===== src/logic/intra_config.svh =====
// --------------------
// Block geometry, pixel width and SAD width
// for the luma intra mode picker
// --------------------

`ifndef INTRA_CONFIG_SVH
`define INTRA_CONFIG_SVH

// Block edge length, 4, 8 or 16
`define BLOCK_SIZE 4

// log2(BLOCK_SIZE) + 1, divisor shift for the DC average of 2*BLOCK_SIZE pixels
`define DC_SHIFT ($clog2(`BLOCK_SIZE) + 1)

`define PIX_W 8

// Wide enough for BLOCK_SIZE^2 differences of full scale
`define SCORE_W (`PIX_W + 2 * $clog2(`BLOCK_SIZE))

`endif


===== src/logic/intra_pkg.sv =====
// --------------------
// Shared types: pixel, edge, block,
// prediction mode and picker result
// --------------------

`default_nettype none

`include "intra_config.svh"

package intra_pkg;

    typedef logic [`PIX_W-1:0] pixel_t;

    // Element 0 is the leftmost (top row) or topmost (left column) pixel
    typedef pixel_t [`BLOCK_SIZE-1:0] edge_t;

    // Indexed as block[row][col]
    typedef edge_t [`BLOCK_SIZE-1:0] block_t;

    // Mode codes in VP8 order
    typedef enum logic [1:0] {
        MODE_DC = 2'd0,
        MODE_TM = 2'd1,
        MODE_V  = 2'd2,
        MODE_H  = 2'd3
    } intra_mode_e;

    typedef struct packed {
        intra_mode_e             mode;
        logic [`SCORE_W-1:0]     score;
        block_t                  pred;
    } result_t;

endpackage

`default_nettype wire


===== src/logic/dc_pred.sv =====
// --------------------
// Sequential DC predictor, walks the
// available edges one pixel per cycle
// --------------------

`timescale 1ns/100ps
`default_nettype none

`include "intra_config.svh"

module dc_pred (
    input  wire logic              clk,
    input  wire logic              rst_n,
    input  wire logic              dc_start,
    input  wire logic              top_avail,
    input  wire logic              left_avail,
    input  wire intra_pkg::edge_t  top_edge,
    input  wire intra_pkg::edge_t  left_edge,
    output intra_pkg::pixel_t      dc_value,
    output logic                   dc_done
);

    localparam int CNT_W = $clog2(`BLOCK_SIZE);
    localparam int SUM_W = `PIX_W + `DC_SHIFT + 1;
    localparam logic [CNT_W-1:0] LAST = CNT_W'(`BLOCK_SIZE - 1);

    // One-hot states
    typedef enum logic [5:0] {
        IDLE = 6'h01,
        BOTH = 6'h02,
        TOP  = 6'h04,
        LEFT = 6'h08,
        NONE = 6'h10,
        DONE = 6'h20
    } dc_state_e;

    dc_state_e          state;
    dc_state_e          state_nxt;
    logic [CNT_W-1:0]   count;
    logic [SUM_W-1:0]   sum;
    logic [SUM_W-1:0]   rounded;

    // --------------------
    // State machine
    // --------------------
    always_ff @(posedge clk or negedge rst_n) begin
        if (!rst_n) begin
            state <= IDLE;
        end else begin
            state <= state_nxt;
        end
    end

    always_comb begin
        state_nxt = state;
        case (state)
            IDLE: begin
                if (dc_start) begin
                    if (top_avail && left_avail) begin
                        state_nxt = BOTH;
                    end else if (top_avail) begin
                        state_nxt = TOP;
                    end else if (left_avail) begin
                        state_nxt = LEFT;
                    end else begin
                        state_nxt = NONE;
                    end
                end
            end
            BOTH, TOP, LEFT: begin
                if (count == LAST) begin
                    state_nxt = DONE;
                end
            end
            NONE: state_nxt = DONE;
            DONE: state_nxt = IDLE;
            default: state_nxt = IDLE;
        endcase
    end

    always_ff @(posedge clk or negedge rst_n) begin
        if (!rst_n) begin
            count   <= '0;
            dc_done <= 1'b0;
        end else begin
            dc_done <= (state == DONE);
            if (state == BOTH || state == TOP || state == LEFT) begin
                count <= count + 1'b1;
            end else begin
                count <= '0;
            end
        end
    end

    // --------------------
    // Accumulator and divide
    // --------------------
    assign rounded = sum + SUM_W'(`BLOCK_SIZE);

    always_ff @(posedge clk) begin
        case (state)
            IDLE: sum <= '0;
            BOTH: sum <= sum + SUM_W'(top_edge[count]) + SUM_W'(left_edge[count]);
            // Single edge counts twice so the shift stays the same
            TOP:  sum <= sum + (SUM_W'(top_edge[count]) << 1);
            LEFT: sum <= sum + (SUM_W'(left_edge[count]) << 1);
            NONE: sum <= SUM_W'(1) << (`PIX_W - 1 + `DC_SHIFT);
            DONE: dc_value <= rounded[`DC_SHIFT +: `PIX_W];
            default: sum <= sum;
        endcase
    end

    a_done_single : assert property (@(posedge clk) disable iff (!rst_n)
        dc_done |=> !dc_done);

endmodule

`default_nettype wire


===== src/logic/directional_pred.sv =====
// --------------------
// V, H and TrueMotion predictors,
// purely combinational
// --------------------

`timescale 1ns/100ps
`default_nettype none

`include "intra_config.svh"

module directional_pred (
    input  wire intra_pkg::edge_t   top_edge,
    input  wire intra_pkg::edge_t   left_edge,
    input  wire intra_pkg::pixel_t  top_left,
    output intra_pkg::block_t       v_pred,
    output intra_pkg::block_t       h_pred,
    output intra_pkg::block_t       tm_pred
);

    for (genvar r = 0; r < `BLOCK_SIZE; r++) begin : g_row
        for (genvar c = 0; c < `BLOCK_SIZE; c++) begin : g_col
            // left + top - corner spans -255..510, two extra bits
            logic [`PIX_W+1:0] tm_sum;

            assign v_pred[r][c] = top_edge[c];
            assign h_pred[r][c] = left_edge[r];

            assign tm_sum = {2'b00, left_edge[r]} + {2'b00, top_edge[c]}
                          - {2'b00, top_left};

            // Sign bit set means below zero, next bit means above full scale
            assign tm_pred[r][c] = tm_sum[`PIX_W+1] ? '0 :
                                   tm_sum[`PIX_W]   ? '1 :
                                                      tm_sum[`PIX_W-1:0];
        end
    end

endmodule

`default_nettype wire


===== src/logic/sad_score.sv =====
// --------------------
// Sum of absolute differences between
// a source block and one candidate
// --------------------

`timescale 1ns/100ps
`default_nettype none

`include "intra_config.svh"

module sad_score (
    input  wire intra_pkg::block_t   src,
    input  wire intra_pkg::block_t   cand,
    output logic [`SCORE_W-1:0]      score
);

    localparam int N = `BLOCK_SIZE * `BLOCK_SIZE;
    localparam int PAD = `SCORE_W - `PIX_W;

    // Heap-ordered tree, leaves at N-1 .. 2N-2, root at 0
    logic [`SCORE_W-1:0] node [2*N-1];

    for (genvar r = 0; r < `BLOCK_SIZE; r++) begin : g_row
        for (genvar c = 0; c < `BLOCK_SIZE; c++) begin : g_col
            intra_pkg::pixel_t diff;

            assign diff = (src[r][c] > cand[r][c]) ? src[r][c] - cand[r][c]
                                                   : cand[r][c] - src[r][c];
            assign node[N - 1 + r * `BLOCK_SIZE + c] = {{PAD{1'b0}}, diff};
        end
    end

    // BLOCK_SIZE is a power of two, so the tree is full
    for (genvar i = 0; i < N - 1; i++) begin : g_tree
        assign node[i] = node[2*i + 1] + node[2*i + 2];
    end

    assign score = node[0];

endmodule

`default_nettype wire


===== src/logic/pick_best_intra.sv =====
// --------------------
// Luma intra mode picker top level
// Control FSM, four SAD scorers,
// min-cost select and result registers
// --------------------

`timescale 1ns/100ps
`default_nettype none

`include "intra_config.svh"

module pick_best_intra (
    input  wire logic               clk,
    input  wire logic               rst_n,
    input  wire logic               start,
    input  wire logic [9:0]         x,
    input  wire logic [9:0]         y,
    input  wire intra_pkg::block_t  src,
    input  wire intra_pkg::edge_t   top_edge,
    input  wire intra_pkg::edge_t   left_edge,
    input  wire intra_pkg::pixel_t  top_left,
    output logic                    busy,
    output logic                    done,
    output intra_pkg::result_t      result
);

    typedef enum logic {
        S_IDLE,
        S_RUN
    } ctrl_state_e;

    ctrl_state_e            state;
    logic                   accept;
    logic                   dc_start;
    logic                   dc_done;
    logic                   top_avail;
    logic                   left_avail;
    logic [3:0]             avail;
    intra_pkg::pixel_t      dc_value;
    intra_pkg::block_t      src_q;
    intra_pkg::edge_t       top_q;
    intra_pkg::edge_t       left_q;
    intra_pkg::pixel_t      top_left_q;
    intra_pkg::block_t      cand [4];
    logic [`SCORE_W-1:0]    cost [4];
    intra_pkg::result_t     best;

    assign busy   = (state == S_RUN);
    assign accept = start && !busy;

    // --------------------
    // Control
    // --------------------
    always_ff @(posedge clk or negedge rst_n) begin
        if (!rst_n) begin
            state      <= S_IDLE;
            dc_start   <= 1'b0;
            done       <= 1'b0;
            top_avail  <= 1'b0;
            left_avail <= 1'b0;
            result     <= '0;
        end else begin
            dc_start <= accept;
            done     <= 1'b0;
            if (accept) begin
                state      <= S_RUN;
                top_avail  <= (y != '0);
                left_avail <= (x != '0);
            end else if (busy && dc_done) begin
                state  <= S_IDLE;
                done   <= 1'b1;
                result <= best;
            end
        end
    end

    // Block data and edges
    always_ff @(posedge clk) begin
        if (accept) begin
            src_q      <= src;
            top_q      <= top_edge;
            left_q     <= left_edge;
            top_left_q <= top_left;
        end
    end

    // --------------------
    // Predictors and scorers
    // --------------------
    dc_pred i_dc_pred (
        .clk        (clk),
        .rst_n      (rst_n),
        .dc_start   (dc_start),
        .top_avail  (top_avail),
        .left_avail (left_avail),
        .top_edge   (top_q),
        .left_edge  (left_q),
        .dc_value   (dc_value),
        .dc_done    (dc_done)
    );

    // Candidates sit at their mode code
    assign cand[0] = {(`BLOCK_SIZE * `BLOCK_SIZE){dc_value}};

    directional_pred i_dir_pred (
        .top_edge  (top_q),
        .left_edge (left_q),
        .top_left  (top_left_q),
        .v_pred    (cand[2]),
        .h_pred    (cand[3]),
        .tm_pred   (cand[1])
    );

    for (genvar m = 0; m < 4; m++) begin : g_sad
        sad_score i_sad (
            .src   (src_q),
            .cand  (cand[m]),
            .score (cost[m])
        );
    end

    // DC always available and TM needs both edges
    assign avail = {left_avail, top_avail, top_avail && left_avail, 1'b1};

    // Strict compare in mode order keeps the lower code on a tie
    always_comb begin
        best.mode  = intra_pkg::MODE_DC;
        best.score = cost[0];
        best.pred  = cand[0];
        for (int m = 1; m < 4; m++) begin
            if (avail[m] && cost[m] < best.score) begin
                best.mode  = intra_pkg::intra_mode_e'(m[1:0]);
                best.score = cost[m];
                best.pred  = cand[m];
            end
        end
    end

    a_mode_avail : assert property (@(posedge clk) disable iff (!rst_n)
        done |-> avail[result.mode]);

    // Captured block, edges and availability hold through a run
    a_no_restart : assert property (@(posedge clk) disable iff (!rst_n)
        start && busy |=> $stable(src_q) && $stable(top_q) && $stable(left_q)
                          && $stable(top_left_q) && $stable({top_avail, left_avail}));

endmodule

`default_nettype wire


===== config.mk =====
export PLATFORM = sky130hd
export DESIGN_NAME = pick_best_intra
export DESIGN_NICKNAME = d
export VERILOG_FILES = /design/src/logic/intra_pkg.sv /design/src/logic/dc_pred.sv /design/src/logic/directional_pred.sv /design/src/logic/sad_score.sv /design/src/logic/pick_best_intra.sv
export VERILOG_INCLUDE_DIRS = /design/src /design/src/logic
export SDC_FILE = /design/constraint.sdc
export NUM_CORES = 2
export LEC_CHECK = 0
export ABC_CLOCK_PERIOD_IN_PS = 15700
export BUFFER_PORTS_ARGS = -buffer_cell sky130_fd_sc_hd__clkbuf_2
export CORE_UTILIZATION = 59
export CTS_CLUSTER_DIAMETER = 80
export DETAILED_ROUTE_END_ITERATION = 10
export PLACE_DENSITY = 0.8
export SLEW_MARGIN = 0
export SYNTH_ARGS = -nofsm -noshare
export SYNTH_HDL_FRONTEND = slang
export SYNTH_HIERARCHICAL = 1
export SYNTH_SLANG_ARGS = --single-unit

===== constraint.sdc =====
create_clock -name clk -period 15.7 [get_ports clk]
set_clock_uncertainty 0.15 [all_clocks]
set_input_delay 0.785 -clock clk [delete_from_list [all_inputs] [get_ports clk]]
set_output_delay 0.785 -clock clk [all_outputs]
set_load 0.005 [all_outputs]

==> PnR_summary.wiki <==
{| class="wikitable"
! Metric !! Value
|-
| Most repeated cell in the gate-level netlist after synthesis || sky130_fd_sc_hd__inv_1
|-
| Register cell area after layout || ~10000 um2
|-
| Critical Path End Type || register
|-
| XOR/XNOR Fraction of Synth Area || 6.73%
|-
| Count of flip-flops with a built-in enable after synthesis || 219
|-
| Share of synthesized registers carrying an async set or reset || 41.6%
|-
| Layout net count || roughly 13000
|-
| Total global routing overflow || 0
|-
| Buffer depth of the longest clock path || 3
|-
| Layout cell share with drive strength beyond 1 || between 10% and 20%
|-
| Sequential share of the synthesized area || 12.1%
|-
| Weighted congestion reported at the end of routability-driven placement || 1.14
|-
| First drt pass iteration count || 10
|-
| Wirelength, routed || about 370000 um
|-
| Pin count of the biggest net entering global routing || 163
|-
| Global-route usage over all layers || 48.7%
|-
| Distinct cells, synth || 122
|-
| Cell with the biggest individual delay on the critical path || sky130_fd_sc_hd__edfxtp_1
|-
| Clock transition at path regs || 0.07 ns
|-
| Dominant combinational cell family by area after synthesis || adder cells
|-
| Max capacitance violation total || 1
|-
| Post-synth net total || between 10000 and 15000
|-
| Layout fillers || 12600
|-
| Total area of multi-input combinational cells || 66500 um2
|-
| Number of warnings reported in the yosys synthesis log || 6
|-
| Max transition margin || less than 1%
|-
| Core outline area || 146000 um2
|-
| Cell type group with the largest total delay on the critical path || adder cells
|-
| Setup slack of the critical path after layout || 0.336 ns
|-
| Vias/cell || ~6.4
|-
| Met1 wire length || 140000 um
|-
| Number of synthesized register bits || between 300 and 400
|-
| Largest stage delay on the critical path || 0.66 ns
|-
| Global-route wire length before repair || 520000 um
|-
| Final setup violation count || 0
|-
| Port bufs || 366
|-
| Initial drt markers || ~9400
|-
| Violated checks || max-capacitance violations
|-
| Sort of element at the start of the critical path || register
|-
| Min-Delay Path Depth || 1
|-
| Met2 WL || 148000 um
|-
| DRC violations left || 0
|-
| Cells after synthesis || between 10000 and 15000
|-
| Adder-cell area share of the yosys netlist || about 33%
|-
| Row count || 140
|-
| Chip Width || 386 um
|-
| Top layer in use || met5
|-
| Worst setup slack for register-to-register paths || 0.34 ns
|-
| Number of endpoints with negative hold slack in the final report || 0
|-
| Vias || roughly 83000
|-
| Number of placed instances, taps included || 12700
|-
| Run status || complete, but fails checks
|-
| Main area contributors after synthesis || sky130_fd_sc_hd__ha_1, sky130_fd_sc_hd__fa_1, sky130_fd_sc_hd__inv_1
|-
| Min Clock Period, post-route || 15.36 ns
|-
| Post-synthesis cell area || 86800 um2
|-
| Setup Total Neg Slack || 0 ns
|-
| Cell taking the most area after synthesis || sky130_fd_sc_hd__ha_1
|-
| Most instantiated flip-flop cell in the synthesis netlist || sky130_fd_sc_hd__edfxtp_1
|-
| Endpoint of the lowest-slack register-to-register path || result[96]
|-
| Logic depth of the worst register-to-register path || 60
|-
| Crit path buf inv count || 11
|-
| Synthesized-area fraction occupied by ao, oa, aoi and oai cells || 22.4%
|-
| Max Clock Freq || 0.0651 GHz
|-
| Proportion of synthesized area in mux cells || 4.63%
|-
| Worst reg2reg startpoint || top_q[5]
|-
| Post-detailed-route count of antenna-violating nets || 0
|-
| Area of the die || 149000 um2
|-
| Count of pins over their slew limit || 0
|-
| Min-Delay Endpoint || src_q[67]
|-
| Critical path type || register to register
|-
| Level count of the clock H-tree || 2
|-
| Transition at the pin with the smallest max-transition slack || 1.48 ns
|-
| Fin cells || 12900
|-
| Detailed placer's ending HPWL || 300000 um
|-
| Total CTS buffers || 55
|-
| Data arrival time of the critical path || ~16 ns
|-
| Final cell utilization of the core || 64.5%
|-
| Simple logic cell fraction of the synthesized area || 9.57%
|-
| Clock sink total || roughly 380
|-
| Critical-path maximum fanout || 8
|-
| Kind of path behind the tightest hold check || input port to register
|-
| Clock root buffer || sky130_fd_sc_hd__clkbuf_16
|-
| Final worst-path cycle share || a little over nine tenths
|-
| Syn avg cell area || between 8 and 9 um2
|-
| Initial cell density of the core || 59.5%
|-
| Most frequent cells after synthesis || sky130_fd_sc_hd__inv_1, sky130_fd_sc_hd__ha_1, sky130_fd_sc_hd__a21oi_1
|-
| Required time of the worst setup path || 16.13 ns
|-
| Routed length per instance || 29.0 um
|-
| Area overhead of the layout relative to synthesis || 8.48%
|-
| Antenna violations before repair || 29
|-
| Worst Hold Launch || src[67]
|-
| Met3 wire len || 52500 um
|-
| Latest clock arrival within the worst-skew pair || between 0.7 and 0.8 ns
|-
| Worst-case setup slack after placement || 0.0299 ns
|-
| Number of global-route vias before repair || approximately 77000
|-
| Number of I/O pins || 367
|-
| Top cell type's share of synthesized area || a little over a fifth
|-
| TritonCTS clock tree || built
|-
| Die extent in y || 386 um
|}
==> metal layers <==
| layer | GRT usage (%) | vias to the layer above |
|---|---|---|
| met1 | 61.4 | 39400 |
| met4 | 36.8 | 22 |
| met5 | 0 | - |
| li1 | - | 36400 |
| met2 | 68.2 | 5374 |
| met3 | 16.5 | 1311 |
==> area by class of cell <==
class / instances / area share (%)
multi-input cells: 7740 / 70.6
flip-flops and latches: 375 / 11.1
inverters: 2005 / 8.04
repair buffers: 775 / 5.60
well taps: 1917 / 2.55
clock buffers: 64 / 1.57
clock inverters: 38 / 0.411
diodes: 18 / 0.0478
==> registers in the layout, indices dropped and copies added (netlist names) <==
register and flops:
result 142, src_q 128, left_q 32, top_q 32
i_dc_pred/sum 11, i_dc_pred/dc_value 8, top_left_q 8, i_dc_pred/state 6
i_dc_pred/count 2, busy 1, dc_start 1, done 1
i_dc_pred/dc_done 1, left_avail 1, top_avail 1
==> how the worst max path moves through the flow <==
stage / startpoint / cells after the start / to
2_1_floorplan: top_left_q[1] / 64 / result[132]
4_1_cts: left_q[8] / 66 / result[34]
3_5_place_dp: left_q[8] / 67 / result[34]
3_3_place_gp: left_q[8] / 67 / result[55]
6_report: top_q[5] / 60 / result[96]
5_1_grt: left_q[0] / 66 / result[126]
==> kinds of logic (layout without fill, tap and decap cells) <==
kind of cell               Yosys count  after routing
buffers and inverters             2461           2882
DFF                                375            375
adders and majority gates         1960           1960
xor gates and xnor gates           665            665
muxes                              375            375
and+or+nand+nor                   1703           1704
other                                0             18
AOI/OAI and AO/OA                 3033           3036
==> worst register-to-register path: cells and delay by family (launching register included) <==
| kind | cells | cell delay [ns] |
|---|---|---|
| adder cells (fa/ha/maj) | 12 | 4.97 |
| AO/OA/AOI/OAI | 19 | 4.12 |
| AND/OR/NAND/NOR | 12 | 2.25 |
| buffers and inverters | 11 | 1.59 |
| XOR/XNOR | 4 | 0.88 |
| flip-flops | 1 | 0.66 |
| multiplexers | 2 | 0.56 |
==> metrics by stage <==
step           hold slack (ns)  area (um2)
3_5_place_dp             0.296       91000
2_1_floorplan            0.273       86800
4_1_cts                 0.0419       92900
3_3_place_gp             0.287       91000
6_report                0.0551       94200
5_1_grt                 0.0673       94100
==> layout by cell type, fill, tap and decap left out, types with 163 or more instances in the layout <==
cell type / instances
sky130_fd_sc_hd__fa_1: 493
sky130_fd_sc_hd__buf_4: 377
sky130_fd_sc_hd__a21oi_1: 1257
sky130_fd_sc_hd__edfxtp_1: 219
sky130_fd_sc_hd__ha_1: 1460
sky130_fd_sc_hd__xnor2_1: 328
sky130_fd_sc_hd__o21bai_1: 163
sky130_fd_sc_hd__a21o_1: 300
sky130_fd_sc_hd__nor2_1: 553
sky130_fd_sc_hd__o21ai_0: 390
sky130_fd_sc_hd__xor2_1: 323
sky130_fd_sc_hd__nand2_1: 410
sky130_fd_sc_hd__clkbuf_2: 365
sky130_fd_sc_hd__mux2i_1: 311
sky130_fd_sc_hd__and2_1: 184
sky130_fd_sc_hd__inv_1: 1986
==> timing repair <==
item | 4_1_cts | 5_1_grt
setup buffers | 0 | 69
resized for setup | 6 | 142
setup endpoints to repair | 44 | 142
endpoints found under the hold margin | 38 | 0
pin swaps | 1 | 28
hold buffers | 1 | 0
gates cloned | 1 | 5
Power is not shown: default switching activity piles up to over one toggle a cycle in this logic, so the estimate is an artifact.
